## config.mk

```make
export PLATFORM = sky130hd
export DESIGN_NAME = game_top
export DESIGN_NICKNAME = d
export VERILOG_FILES = /design/src/source/display_pkg.sv /design/src/source/game_pkg.sv /design/src/source/beeper.sv /design/src/source/countdown_matrix.sv /design/src/source/game_control.sv /design/src/source/game_top.sv /design/src/source/lfsr_random.sv /design/src/source/seg_display.sv
export SDC_FILE = /design/constraint.sdc
export NUM_CORES = 1
export LEC_CHECK = 0
export BUFFER_PORTS_ARGS = -buffer_cell sky130_fd_sc_hd__buf_2
export CAP_MARGIN = 10
export CORE_MARGIN = 2
export CORE_UTILIZATION = 35
export DETAILED_ROUTE_END_ITERATION = 7
export PLACE_DENSITY_LB_ADDON = 0.05
export SLEW_MARGIN = 40
export SYNTH_ARGS = -nofsm -noshare
export SYNTH_HDL_FRONTEND = slang
export SYNTH_SLANG_ARGS = --single-unit
```

## constraint.sdc

```tcl
create_clock -name clk -period 3.1 [get_ports clk]
set_clock_uncertainty 0.2 [all_clocks]
set_input_delay 0.155 -clock clk [delete_from_list [all_inputs] [get_ports clk]]
set_output_delay 0.155 -clock clk [all_outputs]
set_load 0.005 [all_outputs]
```

## src/source/display_pkg.sv

```systemverilog
package display_pkg;

    // one scan slice of the 8x8 red/green matrix
    typedef struct packed {
        logic [7:0] row;
        logic [7:0] colr;
        logic [7:0] colg;
    } matrix_frame_t;

    // segment order {dp, g, f, e, d, c, b, a}, lit when high
    localparam logic [7:0] seg_blank = 8'h00;

    localparam logic [9:0][7:0] seg_digit = {
        8'h6f,  // 9
        8'h7f,  // 8
        8'h07,  // 7
        8'h7d,  // 6
        8'h6d,  // 5
        8'h66,  // 4
        8'h4f,  // 3
        8'h5b,  // 2
        8'h06,  // 1
        8'h3f   // 0
    };

    // H shown on a hit and E on a miss
    localparam logic [7:0] seg_hit  = 8'h76;
    localparam logic [7:0] seg_miss = 8'h79;

endpackage

```

## src/source/game_pkg.sv

```systemverilog
package game_pkg;

    // controller states
    typedef enum logic [2:0] {
        st_idle    = 3'd0,
        st_play    = 3'd1,
        st_judge   = 3'd2,
        st_victory = 3'd3
    } game_state_t;

    // level number, 1 to 3
    typedef logic [1:0] level_t;

    // outcome of the last judge
    typedef enum logic [1:0] {
        res_none = 2'd0,
        res_hit  = 2'd1,
        res_miss = 2'd2
    } result_t;

    // status bundle for the output drivers
    typedef struct packed {
        level_t  level;
        result_t result;
        logic    counting;
        logic    count_start;
        logic    miss;
        logic    victory;
    } game_status_t;

    // compared target bits per level
    function automatic logic [2:0] level_width(level_t level);
        case (level)
            2'd2:    return 3'd6;
            2'd3:    return 3'd7;
            default: return 3'd5;
        endcase
    endfunction

endpackage

```

## src/source/beeper.sv

```systemverilog
`timescale 1ns/1ps

module beeper #(
    parameter int unsigned BEEP_CYCLES = 25_000_000
) (
    input  logic                   clk,
    input  logic                   sw,
    input  game_pkg::game_status_t status,
    output logic                   beep
);

    localparam int unsigned BEEP_W = $clog2(BEEP_CYCLES + 1);

    logic [BEEP_W-1:0] remaining;

    // a new miss restarts the full beep
    always_ff @(posedge clk or posedge sw)
    begin
        if (sw)
        begin
            remaining <= '0;
        end
        else if (status.miss)
        begin
            remaining <= BEEP_W'(BEEP_CYCLES);
        end
        else if (remaining != '0)
        begin
            remaining <= remaining - 1'b1;
        end
    end

    assign beep = (remaining != '0);

endmodule

```

## src/source/countdown_matrix.sv

```systemverilog
`timescale 1ns/1ps

module countdown_matrix #(
    parameter int unsigned TICKS_PER_STEP = 50_000_000
) (
    input  logic                       clk,
    input  logic                       sw,
    input  game_pkg::game_status_t     status,
    output display_pkg::matrix_frame_t frame,
    output logic                       count_over
);

    localparam int unsigned TICK_W = (TICKS_PER_STEP > 1) ? $clog2(TICKS_PER_STEP) : 1;

    logic [TICK_W-1:0] ticks;
    logic [2:0]        steps;
    logic [2:0]        row_sel;
    logic [2:0]        remaining;
    logic              exhausted;

    // steps and ticks together hold the cycles still to run, minus one
    assign exhausted  = (steps == 3'd0) && (ticks == '0);
    assign count_over = status.counting && !status.count_start && exhausted;

    always_ff @(posedge clk or posedge sw)
    begin
        if (sw)
        begin
            ticks <= '0;
            steps <= 3'd0;
        end
        else if (status.count_start)
        begin
            // level + 3 steps, the entry cycle counts as the first tick
            steps <= 3'(status.level) + 3'd2;
            ticks <= TICK_W'(TICKS_PER_STEP - 1);
        end
        else if (status.counting && !exhausted)
        begin
            if (ticks == '0)
            begin
                steps <= steps - 3'd1;
                ticks <= TICK_W'(TICKS_PER_STEP - 1);
            end
            else
            begin
                ticks <= ticks - 1'b1;
            end
        end
    end

    // row scan runs freely
    always_ff @(posedge clk or posedge sw)
    begin
        if (sw)
            row_sel <= 3'd0;
        else
            row_sel <= row_sel + 3'd1;
    end

    // bar length follows the steps left
    assign remaining = status.count_start ? 3'(status.level) + 3'd3 : steps + 3'd1;

    always_comb
    begin
        frame = '0;
        if (status.victory)
        begin
            frame.row  = 8'b1 << row_sel;
            frame.colg = 8'hff;
        end
        else if (status.counting && !count_over)
        begin
            frame.row  = 8'b1 << row_sel;
            frame.colr = ~(8'hff << remaining);
        end
    end

endmodule

```

## src/source/game_control.sv

```systemverilog
`timescale 1ns/1ps

module game_control (
    input  logic                   clk,
    input  logic                   sw,
    input  logic                   start,
    input  logic                   restart,
    input  logic [6:0]             guess,
    input  logic [6:0]             target,
    input  logic                   count_over,
    output logic                   draw,
    output game_pkg::game_status_t status,
    output logic [15:0]            led
);

    game_pkg::game_state_t state;
    game_pkg::game_state_t next_state;
    game_pkg::level_t      level;
    game_pkg::level_t      next_level;
    game_pkg::result_t     result;
    logic [6:0]            mask;
    logic                  hit;
    logic                  count_start;
    logic                  miss;

    // low bits compared at the current level
    assign mask = 7'h7f >> (3'd7 - game_pkg::level_width(level));
    assign hit  = ((guess ^ target) & mask) == 7'd0;

    always_comb
    begin
        next_state = state;
        next_level = level;
        if (restart)
        begin
            next_state = game_pkg::st_play;
            next_level = 2'd1;
        end
        else
        begin
            case (state)
                game_pkg::st_play:
                begin
                    if (count_over && start)
                        next_state = game_pkg::st_judge;
                end
                game_pkg::st_judge:
                begin
                    if (!hit)
                        next_state = game_pkg::st_play;
                    else if (level == 2'd3)
                        next_state = game_pkg::st_victory;
                    else
                    begin
                        next_state = game_pkg::st_play;
                        next_level = level + 2'd1;
                    end
                end
                default:
                    ;
            endcase
        end
    end

    // every entry to play latches a fresh target
    assign draw = (next_state == game_pkg::st_play) &&
                  ((state != game_pkg::st_play) || restart);

    always_ff @(posedge clk or posedge sw)
    begin
        if (sw)
        begin
            state       <= game_pkg::st_idle;
            level       <= 2'd1;
            result      <= game_pkg::res_none;
            count_start <= 1'b0;
            miss        <= 1'b0;
        end
        else
        begin
            state       <= next_state;
            level       <= next_level;
            count_start <= draw;
            miss        <= (state == game_pkg::st_judge) && !hit && !restart;
            if (restart)
                result <= game_pkg::res_none;
            else if (state == game_pkg::st_judge)
                result <= hit ? game_pkg::res_hit : game_pkg::res_miss;
        end
    end

    always_comb
    begin
        status.level       = level;
        status.result      = result;
        status.counting    = (state == game_pkg::st_play);
        status.count_start = count_start;
        status.miss        = miss;
        status.victory     = (state == game_pkg::st_victory);
    end

    // target visible only until the countdown runs out
    always_comb
    begin
        case (state)
            game_pkg::st_play:
                led = count_over ? 16'd0 : {9'd0, target & mask};
            game_pkg::st_victory:
                led = 16'hffff;
            default:
                led = 16'd0;
        endcase
    end

endmodule

```

## src/source/game_top.sv

```systemverilog
`timescale 1ns/1ps

module game_top #(
    parameter int unsigned TICKS_PER_STEP = 50_000_000,
    parameter int unsigned BEEP_CYCLES    = 25_000_000,
    parameter int unsigned SCAN_CYCLES    = 50_000
) (
    input  logic        clk,
    input  logic        sw,
    input  logic        start,
    input  logic        restart,
    input  logic [6:0]  guess,
    output logic [15:0] led,
    output logic [7:0]  seg,
    output logic [7:0]  dig,
    output logic [7:0]  row,
    output logic [7:0]  colg,
    output logic [7:0]  colr,
    output logic        beep
);

    logic [6:0]                 target;
    logic                       draw;
    logic                       count_over;
    game_pkg::game_status_t     status;
    display_pkg::matrix_frame_t frame;

    lfsr_random u_random (
        .clk    (clk),
        .sw     (sw),
        .draw   (draw),
        .target (target)
    );

    game_control u_control (
        .clk        (clk),
        .sw         (sw),
        .start      (start),
        .restart    (restart),
        .guess      (guess),
        .target     (target),
        .count_over (count_over),
        .draw       (draw),
        .status     (status),
        .led        (led)
    );

    countdown_matrix #(
        .TICKS_PER_STEP (TICKS_PER_STEP)
    ) u_matrix (
        .clk        (clk),
        .sw         (sw),
        .status     (status),
        .frame      (frame),
        .count_over (count_over)
    );

    seg_display #(
        .SCAN_CYCLES (SCAN_CYCLES)
    ) u_display (
        .clk    (clk),
        .sw     (sw),
        .status (status),
        .seg    (seg),
        .dig    (dig)
    );

    beeper #(
        .BEEP_CYCLES (BEEP_CYCLES)
    ) u_beeper (
        .clk    (clk),
        .sw     (sw),
        .status (status),
        .beep   (beep)
    );

    // matrix pins
    assign row  = frame.row;
    assign colr = frame.colr;
    assign colg = frame.colg;

endmodule

```

## src/source/lfsr_random.sv

```systemverilog
`timescale 1ns/1ps

module lfsr_random (
    input  logic       clk,
    input  logic       sw,
    input  logic       draw,
    output logic [6:0] target
);

    // x^7 + x^6 + 1, period 127
    logic [6:0] lfsr;
    logic       feedback;

    assign feedback = lfsr[6] ^ lfsr[5];

    always_ff @(posedge clk or posedge sw)
    begin
        if (sw)
            lfsr <= 7'h5a;
        else
            lfsr <= {lfsr[5:0], feedback};
    end

    // held until the next draw
    always_ff @(posedge clk)
    begin
        if (draw)
            target <= lfsr;
    end

endmodule

```

## src/source/seg_display.sv

```systemverilog
`timescale 1ns/1ps

module seg_display #(
    parameter int unsigned SCAN_CYCLES = 50_000
) (
    input  logic                   clk,
    input  logic                   sw,
    input  game_pkg::game_status_t status,
    output logic [7:0]             seg,
    output logic [7:0]             dig
);

    localparam int unsigned SCAN_W = (SCAN_CYCLES > 1) ? $clog2(SCAN_CYCLES) : 1;

    logic [SCAN_W-1:0] scan_cnt;
    logic [2:0]        digit;
    logic              active;

    always_ff @(posedge clk or posedge sw)
    begin
        if (sw)
        begin
            scan_cnt <= '0;
            digit    <= 3'd0;
            active   <= 1'b0;
        end
        else
        begin
            // idle is left only through the first countdown
            if (status.count_start)
                active <= 1'b1;
            if (scan_cnt == SCAN_W'(SCAN_CYCLES - 1))
            begin
                scan_cnt <= '0;
                digit    <= digit + 3'd1;
            end
            else
            begin
                scan_cnt <= scan_cnt + 1'b1;
            end
        end
    end

    // digit 0 level, digit 7 result, active-low select
    always_comb
    begin
        seg = display_pkg::seg_blank;
        dig = 8'hff;
        if (active)
        begin
            dig = ~(8'b1 << digit);
            case (digit)
                3'd0:
                    seg = display_pkg::seg_digit[status.level];
                3'd7:
                begin
                    case (status.result)
                        game_pkg::res_hit:  seg = display_pkg::seg_hit;
                        game_pkg::res_miss: seg = display_pkg::seg_miss;
                        default:            seg = display_pkg::seg_blank;
                    endcase
                end
                default:
                    ;
            endcase
        end
    end

endmodule

```

# Yosys cells after proc, flatten, opt, wreduce, memory -nomap -nowiden
# Index checks and enable logic that the tools add are counted.
[word_totals]
reg_bits = 100
input_bits = 11
out_inout_bits = 57
word_cells = 110
[op_classes]
n_addsub = 11
n_lt_le_gt_ge = 1
eq_ne = 12
n_shift = 4
mux = 35
bitwise_logic = 6
n_reduce_logical = 27
[ops]
columns = ["op", "count"]
rows = [
  ["$mux 26", 3],
  ["$mux 25", 2],
  ["$mux 8", 6],
  ["$mux 16", 2],
  ["$pmux 16 s2", 1],
  ["$logic_not 26->1", 1],
  ["$sub 26x1->26 const B", 1],
  ["$reduce_bool 25->1", 1],
  ["$sub 25x1->25 const B", 1],
  ["$mux 3", 7],
  ["$add 16x1->16 const B", 1],
  ["$bmux 8 s2", 1],
  ["$eq 16x16->1 const B", 1],
  ["$mux 2", 8],
  ["$not 8->8", 2],
  ["$pmux 8 s2", 1],
  ["$shl 1x3->8 const A", 2],
  ["$and 7x7->7", 2],
  ["$pmux 7 s2", 1],
  ["$reduce_bool 2->1", 5],
  ["$add 3x1->3 const B", 3],
  ["$logic_and 1x1->1", 9],
  ["$shl 8x3->8 const A", 1],
  ["$logic_not 7->1", 1],
  ["other kinds (23)", 33],
]

# Depth between registers and ports, before layout
# Gate-level depths: netlist (run 1).
[depth]
depth_word = 11
depth_mapped = 8
depth_no_buf = 7

# Cells and area by module
# A second synthesis (run 1) with hierarchy kept.
[unflattened]
hier_cells = 619
area_unflattened_um2 = 5919.4
[modules_own_cells]
columns = ["module", "instances", "cells_each", "area_each_um2", "seq_area_each_um2"]
rows = [
  ["countdown_matrix", 1, 249, 2202.1, 800.8],
  ["beeper", 1, 144, 1398.8, 625.6],
  ["seg_display", 1, 126, 1176.1, 500.5],
  ["game_control", 1, 84, 739.5, 226.5],
  ["lfsr_random", 1, 16, 402.9, 390.4],
]

# Worst setup path before layout (run 1)
# OpenSTA, ideal clock, no wires.
[synth_timing]
kind = "flip-flop to flip-flop"
startpoint = "reg u_beeper.remaining[17]"
endpoint = "reg u_beeper.remaining[1]"
setup_ns = 0.072
arrival_time_ns = 2.092
required_time_ns = 2.828
slack_ns = 0.735
path_stages_with_launch = 7
n_path_buf = 1
synth_period_minus_slack_ns = 2.365
path_cell_list = "dfrtp_1 > or4_1 > or4_1 > buf_6 > nor2_8 > mux2_2 > nor2_1"
[synth_between]
elab_chain_cells = 2
[synth_rtl]
columns = ["item", "line", "source"]
rows = [
  ["start, declared", "beeper.sv:14", "logic [BEEP_W-1:0] remaining;"],
  ["start signal, assigned", "beeper.sv:25", "remaining <= BEEP_W'(BEEP_CYCLES);"],
  ["start signal, assigned", "beeper.sv:29", "remaining <= remaining - 1'b1;"],
  ["$reduce_bool 25->1", "beeper.sv:27", "else if (remaining != '0)"],
  ["$reduce_bool 2->1 (no source line)", "-", ""],
]
# No other way between the ends.
# A chain may end at the register's enable or synchronous reset.

# Worst setup path in the final report (run 1)
[layout_timing]
startpoint = "reg u_matrix.ticks[14]"
endpoint = "out row[5]"
[layout_between]
elab_chain_cells = 7
[layout_rtl]
columns = ["item", "line", "source"]
rows = [
  ["start, declared", "countdown_matrix.sv:15", "logic [TICK_W-1:0] ticks;"],
  ["start signal, assigned", "countdown_matrix.sv:36", "ticks <= TICK_W'(TICKS_PER_STEP - 1);"],
  ["start signal, assigned", "countdown_matrix.sv:43", "ticks <= TICK_W'(TICKS_PER_STEP - 1);"],
  ["start signal, assigned", "countdown_matrix.sv:47", "ticks <= ticks - 1'b1;"],
  ["$logic_not 26->1", "countdown_matrix.sv:22", "assign exhausted = (steps == 3'd0) && (ticks == '0);"],
  ["$logic_and 1x1->1", "countdown_matrix.sv:22", ""],
  ["$logic_and 1x1->1", "countdown_matrix.sv:23", "assign count_over = status.counting && !status.count_start && exhausted;"],
  ["$logic_not 1->1", "countdown_matrix.sv:72", "else if (status.counting && !count_over)"],
  ["$logic_and 1x1->1", "countdown_matrix.sv:72", ""],
  ["$mux 16", "countdown_matrix.sv:72", ""],
  ["$mux 8", "countdown_matrix.sv:67", "if (status.victory)"],
  ["end, declared", "game_top.sv:16", "output logic [7:0] row,"],
]
# No other way between the ends.

==> impl_metrics.sql, run 1 <==
INSERT INTO impl_metrics (metric_group, metric, value, unit) VALUES
('outcome', 'outcome', 'finished, final reports clean', ''),
('global_route', 'grtUsageMet1', '0.210', ''),
('synthesis', 'synthesis.area', '5690', 'sq um'),
('floorplanning', 'floorplan.die_area', '17300', 'sq um'),
('cts', 'clk_pin_slew_worst_paths', '0.06', 'ns'),
('synthesis', 'simple_gate_share_of_the_synthesized_area', '0.237', ''),
('floorplanning', 'initial_standard_cell_utilization_of_the_core', '0.358', ''),
('synthesis', 'synth_edf_count', '7', ''),
('power_and_ir_drop', 'power.ir.vdd_worst', '240', 'uV'),
('worst_setup_path', 'ff2ff_setup_slack', '0.37', 'ns'),
('sta', 'finalSetupTns', '0', 'ns'),
('drt', 'drc', '0', ''),
('worst_setup_path', 'worst-endpoint-arrival', '2.52', 'ns'),
('synthesis', 'synth_area_leaders', 'sky130_fd_sc_hd__dfrtp_1 (39%), sky130_fd_sc_hd__ha_1 (5.7%), sky130_fd_sc_hd__xor2_1 (3.8%)', ''),
('sta', 'fin_crit', '2.87', 'ns'),
('global_route', 'grt_start_max_net_pins', '43', ''),
('synthesis', 'synth_fa_ha_area_frac', '0.0572', ''),
('worst_setup_path', 'cpMostUsedCell', 'sky130_fd_sc_hd__buf_4', ''),
('floorplanning', 'row_count', '46', ''),
('worst_setup_path', 'worstSetupStartpointType', 'flip-flop', ''),
('drt', 'final_antenna_net_count', '0', ''),
('cts', 'max-clock-path-buffers', '2', ''),
('sta', 'timing_max_transition_violations_final', '0', ''),
('synthesis', 'synth-xor-area-share', '0.0508', ''),
('synthesis', 'synth_top_flop_cell', 'sky130_fd_sc_hd__dfrtp_1', ''),
('synthesis', 'netlist.top_cell.by_area', 'sky130_fd_sc_hd__dfrtp_1', ''),
('global_route', 'global_route.usage.met3', '0.0367', ''),
('sta', 'fin_ws', '0.227', 'ns'),
('floorplanning', 'chipHeight', '131', 'microns'),
('synthesis', 'synth_warnings', '0', ''),
('power_and_ir_drop', 'p_leak', '0.00282', 'uW'),
('placement', 'worst_slack_at_placement', '0.372', 'ns'),
('global_route', 'gr-max-usage-layer', 'met2', ''),
('drt', 'drt_iter0_markers', '201', ''),
('sta', 'maxSlewHeadroom', '0.604', ''),
('layout', 'num-nets-final', '695', ''),
('synthesis', 'synth-seq-area-share', '0.447', ''),
('synthesis', 'synth_async_sr_flop_share', '0.930', ''),
('synthesis', 'synthMuxAreaShare', '0.00726', ''),
('cts', 'cts_root_buf', 'sky130_fd_sc_hd__clkbuf_16', ''),
('worst_setup_path', 'timing.critical_path.slowest_cell_delay', '0.43', 'ns'),
('floorplanning', 'die_width', '131', 'microns'),
('cts', 'cts-buffers-inserted', '9', ''),
('sta', 'worst-slew-pin-transition', '0.589', 'ns'),
('worst_setup_path', 'cp_data_required_time', '2.74', 'ns'),
('global_route', 'grt_overflow', '0', ''),
('synthesis', 'yosys_register_bits', '100', ''),
('drt', 'vias_per_cell', '5.14', ''),
('cts', 'htree_levels', '3', ''),
('global_route', 'overall_routing_resource_usage', '0.152', ''),
('synthesis', 'main_combinational_cell_family_by_area_after_synthesis', 'simple AND/OR/NAND/NOR gates', ''),
('global_route', 'groute.layer.met2.usage', '0.240', ''),
('synthesis', 'syn_avg_cell_area', '9.43', 'sq um'),
('floorplanning', 'num_io_pins', '68', ''),
('synthesis', 'syn-instance-count', '603', ''),
('global_route', 'grt_pass1_wl', '21600', 'microns'),
('synthesis', 'yosysTopAreaCellShare', '0.387', ''),
('placement', 'detailedPlacementHpwl', '9030', 'microns'),
('sta', 'timing.fmax', '0.348', 'GHz'),
('drt', 'finalWirelength', '12800', 'microns'),
('layout', 'sequential_cell_area', '2540', 'sq um'),
('worst_setup_path', 'crit_chain', 'nor4_2 -> nand4_1 -> buf_4 -> o31ai_1 -> buf_4 -> nand2_1 -> and3_1 -> buf_2', ''),
('synthesis', 'compound_cell_area_share_of_the_yosys_netlist', '0.138', ''),
('global_route', 'grt_antenna_before_repair', '0', ''),
('synthesis', 'synth.lib_cells_used.distinct', '59', ''),
('sta', 'setup_viol_count_final', '0', ''),
('drt', 'routedWlPerCell', '14.6', 'microns'),
('global_route', 'number_of_global_route_vias_before_repair', '4401', ''),
('min_path', 'hold_path_class', 'in2reg', ''),
('layout', 'drive_above_1_share', '0.178', ''),
('run', 'cap_violations', '0', '');
==> synth_stat cells, drive strengths merged, types with 3 or more instances <==
master   n
dfrtp   88
nor2    53
o21ai   37
nand2   35
a21oi   32
inv     32
ha      26
nor3    25
xor2    25
buf     24
nand3   24
or3     14
clkbuf  13
and3    12
o31ai   12
or4     12
nand4   10
nand2b   9
or2      9
a31oi    8
and2     8
and4     8
xnor2    8
edfxtp   7
nor4     7
nor2b    6
o211ai   6
a21o     5
dfstp    5
nand4b   5
a211oi   3
mux2i    3
nand3b   3
nor4b    3
o22ai    3
o41ai    3
==> worst max-delay path: cells and delay by family (launching register included) <==
| family | cells | cell delay, ns |
|---|---|---|
| buffers and inverters | 3 | 0.56 |
| AOI/OAI and AO/OA | 1 | 0.25 |
| and+or+nand+nor | 4 | 0.93 |
| DFF | 1 | 0.43 |
==> power breakdown <==
group / switching [uW] / internal (uW) / total (uW) / leakage, uW
Combinational: 228 / 171 / 399 / 0.00151
Sequential: 107 / 1410 / 1520 / 0.00118
Clock: 481 / 566 / 1050 / 0.000133
Total: 816 / 2150 / 2960 / 0.00282
==> cell type report <==
cell class              instances  area share
clock buffers                  12      0.0381
inverters                      32      0.0189
flip-flops and latches        100       0.393
well taps                     216      0.0418
multi-input cells             435       0.433
repair buffers                 80      0.0708
clock inverters                 4     0.00406
==> layout by cell type, fill, tap and decap left out, types with 7 or more instances in the layout <==
master	synthesis	routed
sky130_fd_sc_hd__and2_1	8	8
sky130_fd_sc_hd__clkbuf_16	0	9
sky130_fd_sc_hd__nand2b_1	9	9
sky130_fd_sc_hd__and3_1	12	12
sky130_fd_sc_hd__nand2_1	35	35
sky130_fd_sc_hd__buf_2	2	65
sky130_fd_sc_hd__or3_1	14	14
sky130_fd_sc_hd__a21oi_1	32	32
sky130_fd_sc_hd__o31ai_1	11	11
sky130_fd_sc_hd__nand3_1	24	24
sky130_fd_sc_hd__xnor2_1	8	8
sky130_fd_sc_hd__o21ai_0	33	33
sky130_fd_sc_hd__a31oi_1	8	8
sky130_fd_sc_hd__or4_1	12	12
sky130_fd_sc_hd__xor2_1	25	25
sky130_fd_sc_hd__and4_1	8	8
sky130_fd_sc_hd__or2_2	9	9
sky130_fd_sc_hd__nand4_1	10	10
sky130_fd_sc_hd__dfrtp_1	88	88
sky130_fd_sc_hd__nor2_1	51	51
sky130_fd_sc_hd__ha_1	26	26
sky130_fd_sc_hd__edfxtp_1	7	7
sky130_fd_sc_hd__inv_1	32	31
sky130_fd_sc_hd__buf_4	20	11
sky130_fd_sc_hd__nor3_1	24	24
==> routing by layer <==
layer / vias up / wire [microns]
met5: - / 0
met4: 0 / 118
met3: 7 / 458
met2: 82 / 5950
met1: 2190 / 6300
li1: 2243 / -
==> what timing repair did <==
action | in CTS | in global routing
setup endpoints to repair | 0 | 8
setup buffers | 0 | 1
gates resized for setup | 0 | 1
hold buffers | 3 | 0
hold endpoints to repair | 44 | 0
==> per-stage QoR <==
stage | util | instance area (sq um) | total power (uW) | hold slack (ns) | std cells
after global routing | 0.407 | 6470 | 3130 | 0.174 | 879
after floorplan | - | 5690 | 1800 | 0.150 | 604
after global placement | 0.387 | 6150 | 1930 | 0.0436 | 859
after detailed placement | 0.388 | 6160 | 1940 | 0.0542 | 859
final | 0.407 | 6470 | 2960 | 0.135 | 879
after CTS | 0.407 | 6460 | 3020 | 0.115 | 878
==> worst paths after layout <==
kind                                         endpoint  cells after the start                   start
worst max-delay path                           row[5]                      8      u_matrix.ticks[14]
worst min-delay path               u_control.state[1]                      5                guess[6]
worst max register to register  u_beeper.remaining[1]                      5  u_beeper.remaining[17]
worst min register to register       u_random.lfsr[4]                      0        u_random.lfsr[3]
max in group asynchronous          u_matrix.ticks[20]                      4                      sw
min in group asynchronous            u_random.lfsr[2]                      3                      sw
==> state kept, by name (all words and copies together), names as in the netlist <==
register / flops
u_random.lfsr: 7
u_random.target: 7
u_matrix.steps: 3
u_display.digit: 3
u_control.level: 2
u_matrix.row_sel: 3
u_control.state: 3
u_matrix.ticks: 26
u_display.scan_cnt: 16
u_control.miss: 1
u_control.result: 2
u_display.active: 1
u_beeper.remaining: 25
u_control.count_start: 1
==> cell families after synthesis <==
group | after synthesis
AND/OR/NAND/NOR | 244
AO/OA/AOI/OAI | 126
flip-flops | 100
buffers and inverters | 69
XOR/XNOR | 33
adder cells (fa/ha/maj) | 26
multiplexers | 4
other | 1
Power figures use the tool's default switching activity.
==> run 2: changes to the inputs <==
--- a/config.mk
+++ b/config.mk
@@ -6,9 +6,10 @@
 export NUM_CORES = 1
 export LEC_CHECK = 0
 export BUFFER_PORTS_ARGS = -buffer_cell sky130_fd_sc_hd__buf_2
-export CAP_MARGIN = 10
+export CAP_MARGIN = 20
 export CORE_MARGIN = 2
 export CORE_UTILIZATION = 35
+export CTS_BUF_LIST = sky130_fd_sc_hd__clkbuf_4
 export DETAILED_ROUTE_END_ITERATION = 7
 export PLACE_DENSITY_LB_ADDON = 0.05
 export SLEW_MARGIN = 40
==> run 2 against run 1 <==
  * Cell count rose by 0.57%
  * Register-to-register slack got worse by 0.20 ns
  * Core utilization fell by 0.58 points
  * Global-route usage rose by 0.058 points
  * Total power fell by 15%
  * Sequential cell count did not move
==> impl_metrics.sql, run 2 (synthesis gave the netlist of run 1 again) <==
INSERT INTO impl_metrics (metric_group, metric, value, unit) VALUES
('power_and_ir_drop', 'power_frac_clock', '0.243', ''),
('layout', 'largest_registers', 'u_matrix.ticks x26, u_beeper.remaining x25, u_display.scan_cnt x16', ''),
('min_path', 'hold_path_class', 'in2async', ''),
('power_and_ir_drop', 'power.ir.vdd_worst', '181', 'uV'),
('placement', 'placement.io_buffers', '65', ''),
('cts', 'clock_sink_count', '100', ''),
('floorplanning', 'chipHeight', '131', 'microns'),
('drt', 'vias_per_cell', '5.10', ''),
('power_and_ir_drop', 'seqPwrFrac', '0.600', ''),
('worst_setup_path', 'timing.critical_path.slowest_cell_delay', '0.62', 'ns'),
('worst_setup_path', 'slowest_stage', 'sky130_fd_sc_hd__dfstp_2', ''),
('global_route', 'grt_antenna_before_repair', '1', ''),
('global_route', 'grt_overflow', '0', ''),
('worst_setup_path', 'rr_endpoint', 'u_control.state[1]', ''),
('power_and_ir_drop', 'p_int', '1760', 'uW'),
('floorplanning', 'initial_standard_cell_utilization_of_the_core', '0.358', ''),
('cts', 'cts_tree', 'done', ''),
('cts', 'clk_pin_slew_worst_paths', '0.16', 'ns'),
('drt', 'drc', '0', ''),
('layout', 'regMostFlops', 'u_matrix.ticks', ''),
('power_and_ir_drop', 'finalPower', '2530', 'uW'),
('power_and_ir_drop', 'p_leak', '0.00277', 'uW'),
('sta', 'finalCritPeriodShare', '0.944', ''),
('drt', 'final_antenna_net_count', '0', ''),
('drt', 'num_vias', '4509', ''),
('layout', 'layout.cells.most_common', 'sky130_fd_sc_hd__dfrtp_1', ''),
('cts', 'max-clock-path-buffers', '2', ''),
('worst_setup_path', 'worst-endpoint-arrival', '3.12', 'ns'),
('worst_setup_path', 'critPathMaxFanout', '6', ''),
('run', 'cap_violations', '0', ''),
('floorplanning', 'row_count', '46', ''),
('sta', 'timing.fmax', '0.342', 'GHz'),
('outcome', 'outcome', 'finished, final reports clean', ''),
('layout', 'layout_common_cells', 'sky130_fd_sc_hd__dfrtp_1 (88), sky130_fd_sc_hd__buf_2 (65), sky130_fd_sc_hd__nor2_1 (51)', ''),
('sta', 'maxSlewHeadroom', '0.614', ''),
('drt', 'drt_iter0_markers', '200', ''),
('drt', 'drt_pass1_iterations', '4', ''),
('placement', 'detailedPlacementHpwl', '9030', 'microns'),
('floorplanning', 'design.core.area', '15900', 'sq um'),
('worst_setup_path', 'timing.critical_path.buf_inv', '2', ''),
('floorplanning', 'floorplan.die_area', '17300', 'sq um'),
('worst_setup_path', 'rr_worst_depth', '7', ''),
('sta', 'fin_crit', '2.93', 'ns'),
('drt', 'finalWirelength', '12900', 'microns'),
('power_and_ir_drop', 'combinationalPowerShare', '0.157', ''),
('cts', 'cts-buffers-inserted', '9', ''),
('worst_setup_path', 'regToRegStartpoint', 'u_control.level[0]', ''),
('power_and_ir_drop', 'power_density', '396', 'nW/um^2'),
('worst_setup_path', 'worstSetupStartpointType', 'flip-flop', ''),
('sta', 'timing_hold_violations_final', '0', ''),
('floorplanning', 'die_width', '131', 'microns'),
('sta', 'timing_max_transition_violations_final', '0', ''),
('global_route', 'grt_start_max_net_pins', '43', ''),
('layout', 'drive_above_1_share', '0.186', ''),
('cts', 'htree_levels', '3', ''),
('global_route', 'number_of_global_route_vias_before_repair', '4431', ''),
('global_route', 'overall_routing_resource_usage', '0.153', ''),
('power_and_ir_drop', 'net-switching-power', '765', 'uW'),
('placement', 'postPlaceCellArea', '6160', 'sq um'),
('sta', 'setup_viol_count_final', '0', ''),
('worst_setup_path', 'cp_data_required_time', '3.30', 'ns'),
('drt', 'routedWlPerCell', '14.5', 'microns'),
('layout', 'largest_register_ffs', '26', ''),
('worst_setup_path', 'ff2ff_setup_slack', '0.17', 'ns'),
('sta', 'worst-slew-pin-transition', '0.574', 'ns'),
('layout', 'num-nets-final', '699', ''),
('placement', 'globalplace.congestion', '0.758', ''),
('cts', 'cts_root_buf', 'sky130_fd_sc_hd__clkbuf_4', ''),
('power_and_ir_drop', 'switching_share', '0.303', ''),
('global_route', 'grt_pass1_wl', '21700', 'microns'),
('worst_setup_path', 'crit_family', 'buffers and inverters', ''),
('layout', 'stdcell_area', '6380', 'sq um'),
('worst_setup_path', 'setup.worst_path.end_class', 'flip-flop', ''),
('layout', 'flow.area_growth_from_synthesis', '12.1', '%'),
('cts', 'insertion_delay', '0.46', 'ns'),
('layout', 'postLayoutCoreUtil', '0.402', ''),
('worst_setup_path', 'crit_chain', 'inv_1 -> ha_1 -> a211oi_2 -> nand2_1 -> or3_1 -> a221oi_1 -> dlygate4sd3_1', ''),
('worst_setup_path', 'timing.setup.critical_path_class', 'reg2reg', ''),
('floorplanning', 'num_io_pins', '68', '');
==> run 2: stage by stage <==
step | hold slack [ns] | cells | setup TNS, ns | setup slack [ns]
floorplan | 0.150 | 604 | 0 | 0.333
global placement | 0.0436 | 859 | 0 | 0.409
detailed placement | 0.0542 | 859 | 0 | 0.372
CTS | 0.0128 | 880 | 0 | 0.0407
global route | 0.0551 | 884 | -0.0162 | -0.00723
finish | 0.0562 | 884 | 0 | 0.173
==> run 2: power by group through the flow <==
stage          Clock (uW)  Combinational (uW)  Sequential [uW]
2_1_floorplan           0                 294             1510
3_3_place_gp            0                 394             1540
3_5_place_dp            0                 401             1540
4_1_cts               659                 403             1520
5_1_grt               706                 452             1530
6_report              614                 398             1520
==> run 2: worst max-delay path by stage <==
stage	slack (ns)	cells after the start	start	endpoint
2_1_floorplan	0.33	1	sw	u_beeper.remaining[0]
3_3_place_gp	0.41	5	u_beeper.remaining[17]	u_beeper.remaining[1]
3_5_place_dp	0.37	5	u_beeper.remaining[17]	u_beeper.remaining[1]
4_1_cts	0.04	8	u_matrix.ticks[14]	row[4]
5_1_grt	-0.007	9	u_matrix.ticks[0]	row[5]
6_report	0.17	7	u_control.level[0]	u_control.state[1]
==> run 2: metal layers <==
| layer | up-vias | GRT usage | part of all wire | wire [microns] |
|---|---|---|---|---|
| met2 | 67 | 0.241 | 0.46 | 5900 |
| li1 | 2258 | - | - | - |
| met5 | - | 0 | 0 | 0 |
| met3 | 8 | 0.0355 | 0.031 | 401 |
| met4 | 0 | 0.0393 | 0.010 | 128 |
| met1 | 2176 | 0.212 | 0.50 | 6430 |
==> run 2: layout make-up <==
class / instances / area, sq um
fill: 1640 / 9510
tap: 216 / 270
timing repair buffer: 84 / 503
multi-input combinational: 435 / 2830
inverter: 32 / 123
sequential: 100 / 2540
antenna: 1 / 2.50
clock buffer: 11 / 82.6
clock inverter: 5 / 30.0
==> run 2: what timing repair did <==
action                     4_1_cts  5_1_grt
hold buffers                     4        0
setup endpoints to repair        8       11
resized for setup                2        2
setup buffers                    1        3
cloned                           0        0
hold endpoints to repair        83        0
pin swaps                        1        0
==> run 2: tightest hold or removal path, delay by kind of cell <==
family | cells | cell delay, ns
buffers and inverters | 3 | 1.05
==> run 3: changes to the inputs <==
--- a/config.mk
+++ b/config.mk
@@ -5,7 +5,7 @@
 export SDC_FILE = /design/constraint.sdc
 export NUM_CORES = 1
 export LEC_CHECK = 0
-export BUFFER_PORTS_ARGS = -buffer_cell sky130_fd_sc_hd__buf_2
+export BUFFER_PORTS_ARGS = -buffer_cell sky130_fd_sc_hd__buf_4
 export CAP_MARGIN = 20
 export CORE_MARGIN = 2
 export CORE_UTILIZATION = 35
==> run 3 against run 2 <==
  * Largest cell class unchanged
  * Setup slack better by 0.077 ns
  * Via count up 0.73%
  * Total power up 1.2%
  * Global-route usage up 0.17 points
  * Clock-buffer cell count down 2
  * Cell count down 0.23%
  * Routed wire length about the same
==> impl_metrics.sql, run 3 (synthesis gave the netlist of run 1 again) <==
INSERT INTO impl_metrics (metric_group, metric, value, unit) VALUES
('layout', 'layout.cells.most_common', 'sky130_fd_sc_hd__dfrtp_1', ''),
('floorplanning', 'row_count', '46', ''),
('layout', 'num-nets-final', '697', ''),
('power_and_ir_drop', 'finalPower', '2560', 'uW'),
('floorplanning', 'num_io_pins', '68', ''),
('sta', 'finalSetupTns', '0', 'ns'),
('floorplanning', 'initial_standard_cell_utilization_of_the_core', '0.358', ''),
('floorplanning', 'design.core.area', '15900', 'sq um'),
('worst_setup_path', 'cp_data_required_time', '2.74', 'ns'),
('drt', 'drc', '0', ''),
('layout', 'drive_above_1_share', '0.185', ''),
('drt', 'num_vias', '4542', ''),
('placement', 'postPlaceCellArea', '6310', 'sq um'),
('global_route', 'grt_pass1_wl', '22100', 'microns'),
('run', 'cap_violations', '0', ''),
('layout', 'regMostFlops', 'u_matrix.ticks', ''),
('power_and_ir_drop', 'switching_share', '0.312', ''),
('power_and_ir_drop', 'power_density', '392', 'nW/um^2'),
('sta', 'grt_setup_unrepaired', 'false', ''),
('floorplanning', 'die_width', '131', 'microns'),
('global_route', 'number_of_global_route_vias_before_repair', '4489', ''),
('layout', 'multi_input_area', '2830', 'sq um'),
('sta', 'timing_hold_violations_final', '0', ''),
('global_route', 'overall_routing_resource_usage', '0.155', ''),
('power_and_ir_drop', 'p_int', '1760', 'uW'),
('floorplanning', 'chipHeight', '131', 'microns'),
('layout', 'sequential_cell_area', '2540', 'sq um'),
('layout', 'flow.area_growth_from_synthesis', '14.6', '%'),
('worst_setup_path', 'rr_worst_depth', '5', ''),
('cts', 'clock_sink_count', '100', ''),
('layout', 'largest_registers', 'u_matrix.ticks x26, u_beeper.remaining x25, u_display.scan_cnt x16', ''),
('worst_setup_path', 'critPathMaxFanout', '7', ''),
('power_and_ir_drop', 'power.ir.vdd_worst', '201', 'uV'),
('worst_setup_path', 'setup.worst_path.end_class', 'output pin', ''),
('cts', 'clk_pin_slew_worst_paths', '0.16', 'ns'),
('power_and_ir_drop', 'net-switching-power', '797', 'uW'),
('sta', 'worst-slew-pin-transition', '0.561', 'ns'),
('worst_setup_path', 'timing.setup.critical_path_class', 'reg2out', ''),
('drt', 'finalWirelength', '12800', 'microns'),
('cts', 'cts_root_buf', 'sky130_fd_sc_hd__clkbuf_4', ''),
('power_and_ir_drop', 'p_leak', '0.00279', 'uW'),
('global_route', 'grt_start_max_net_pins', '54', ''),
('drt', 'drt_pass1_iterations', '4', ''),
('cts', 'insertion_delay', '0.47', 'ns'),
('sta', 'maxSlewHeadroom', '0.626', ''),
('sta', 'timing_max_transition_violations_final', '0', ''),
('cts', 'htree_levels', '3', ''),
('sta', 'timing.fmax', '0.351', 'GHz'),
('sta', 'fin_crit', '2.85', 'ns'),
('layout', 'count_of_filler_cells_inserted_in_the_layout', '1627', ''),
('placement', 'globalplace.congestion', '0.790', ''),
('worst_setup_path', 'ff2ff_setup_slack', '0.34', 'ns'),
('layout', 'largest_register_ffs', '26', ''),
('placement', 'placement.io_buffers', '65', ''),
('global_route', 'grt_antenna_before_repair', '1', ''),
('placement', 'detailedPlacementHpwl', '9050', 'microns'),
('power_and_ir_drop', 'power_frac_clock', '0.248', ''),
('drt', 'final_antenna_net_count', '0', ''),
('floorplanning', 'floorplan.die_area', '17300', 'sq um'),
('layout', 'layout_common_cells', 'sky130_fd_sc_hd__dfrtp_1 (88), sky130_fd_sc_hd__buf_4 (77), sky130_fd_sc_hd__nor2_1 (51)', ''),
('layout', 'stdcell_area', '6520', 'sq um'),
('outcome', 'outcome', 'finished, final reports clean', ''),
('sta', 'setup_viol_count_final', '0', ''),
('drt', 'routedWlPerCell', '14.6', 'microns'),
('power_and_ir_drop', 'combinationalPowerShare', '0.160', ''),
('drt', 'vias_per_cell', '5.15', ''),
('global_route', 'grt_overflow', '0', ''),
('drt', 'drt_iter0_markers', '211', ''),
('min_path', 'hold_path_class', 'in2async', ''),
('sta', 'finalCritPeriodShare', '0.919', ''),
('worst_setup_path', 'worst-endpoint-arrival', '2.49', 'ns'),
('worst_setup_path', 'worstSetupStartpointType', 'flip-flop', ''),
('cts', 'max-clock-path-buffers', '2', ''),
('power_and_ir_drop', 'seqPwrFrac', '0.593', ''),
('cts', 'cts_tree', 'done', ''),
('cts', 'cts-buffers-inserted', '9', '');
==> run 3: cell types whose count changed in the layout (fill, tap and decap cells not counted) <==
cell / change
sky130_fd_sc_hd__o31ai_2: +1
sky130_fd_sc_hd__buf_2: -65
sky130_fd_sc_hd__clkbuf_4: -2
sky130_fd_sc_hd__o31ai_1: -1
sky130_fd_sc_hd__a211oi_2: -1
sky130_fd_sc_hd__a211oi_1: +1
sky130_fd_sc_hd__buf_12: -1
sky130_fd_sc_hd__inv_2: +1
sky130_fd_sc_hd__buf_4: +64
sky130_fd_sc_hd__clkinv_2: -1
sky130_fd_sc_hd__clkinvlp_4: +1
sky130_fd_sc_hd__inv_6: +2
sky130_fd_sc_hd__inv_1: -1
==> run 3: path summary, 6_finish.rpt <==
kind                                        start                    end
setup / recovery               u_matrix.ticks[14]                 row[5]
hold / removal                                 sw       u_random.lfsr[2]
setup reg to reg           u_beeper.remaining[17]  u_beeper.remaining[1]
hold reg to reg                  u_random.lfsr[3]       u_random.lfsr[4]
max in group asynchronous                      sw     u_matrix.ticks[12]
min in group clk                         guess[5]         u_control.miss
==> run 3: layout make-up <==
| type | instances | share of cell area |
|---|---|---|
| clock buffer | 9 | 0.0104 |
| clock inverter | 7 | 0.00768 |
| timing repair buffer | 82 | 0.0979 |
| sequential | 100 | 0.390 |
| inverter | 32 | 0.0188 |
| multi-input combinational | 435 | 0.433 |
| tap | 216 | 0.0415 |
| antenna | 1 | 0.000384 |
==> run 3: power by group through the flow <==
stage / registers, uW / clock network [uW] / logic [uW]
2_1_floorplan: 1510 / 0 / 294
3_3_place_gp: 1540 / 0 / 405
3_5_place_dp: 1540 / 0 / 408
4_1_cts: 1520 / 675 / 416
5_1_grt: 1530 / 723 / 466
6_report: 1520 / 633 / 409
==> run 3: stage by stage <==
step | utilization | std cells | hold slack [ns] | setup slack [ns]
2_1_floorplan | - | 604 | 0.150 | 0.333
3_3_place_gp | 0.397 | 858 | 0.0376 | 0.421
3_5_place_dp | 0.397 | 858 | 0.0486 | 0.396
4_1_cts | 0.408 | 879 | 0.0156 | 0.0907
5_1_grt | 0.410 | 882 | 0.0533 | 0.00397
6_report | 0.410 | 882 | 0.0586 | 0.250
==> run 3: what timing repair did <==
item,4_1_cts,5_1_grt
pin swaps,1,2
resized for setup,2,3
setup endpoints to repair,5,11
hold buffers,4,0
setup buffers,1,2
endpoints found under the hold margin,102,0
==> run 3: layer usage <==
layer	track usage	share of wire	wire length, microns	vias to the layer above
li1	-	-	-	2258
met1	0.200	0.49	6280	2208
met2	0.262	0.47	6020	68
met3	0.0390	0.033	426	8
met4	0.0326	0.0094	121	0
met5	0	0	0	-
==> run 3: worst max-delay path, stage by stage, from the launching register on <==
cell and delay (ns):
sky130_fd_sc_hd__dfrtp_1 0.48, sky130_fd_sc_hd__nor4_4 0.34, sky130_fd_sc_hd__nand4_1 0.13, sky130_fd_sc_hd__buf_4 0.19
sky130_fd_sc_hd__o31ai_2 0.24, sky130_fd_sc_hd__buf_4 0.19, sky130_fd_sc_hd__nand2_1 0.10, sky130_fd_sc_hd__and3_1 0.22
sky130_fd_sc_hd__buf_4 0.13
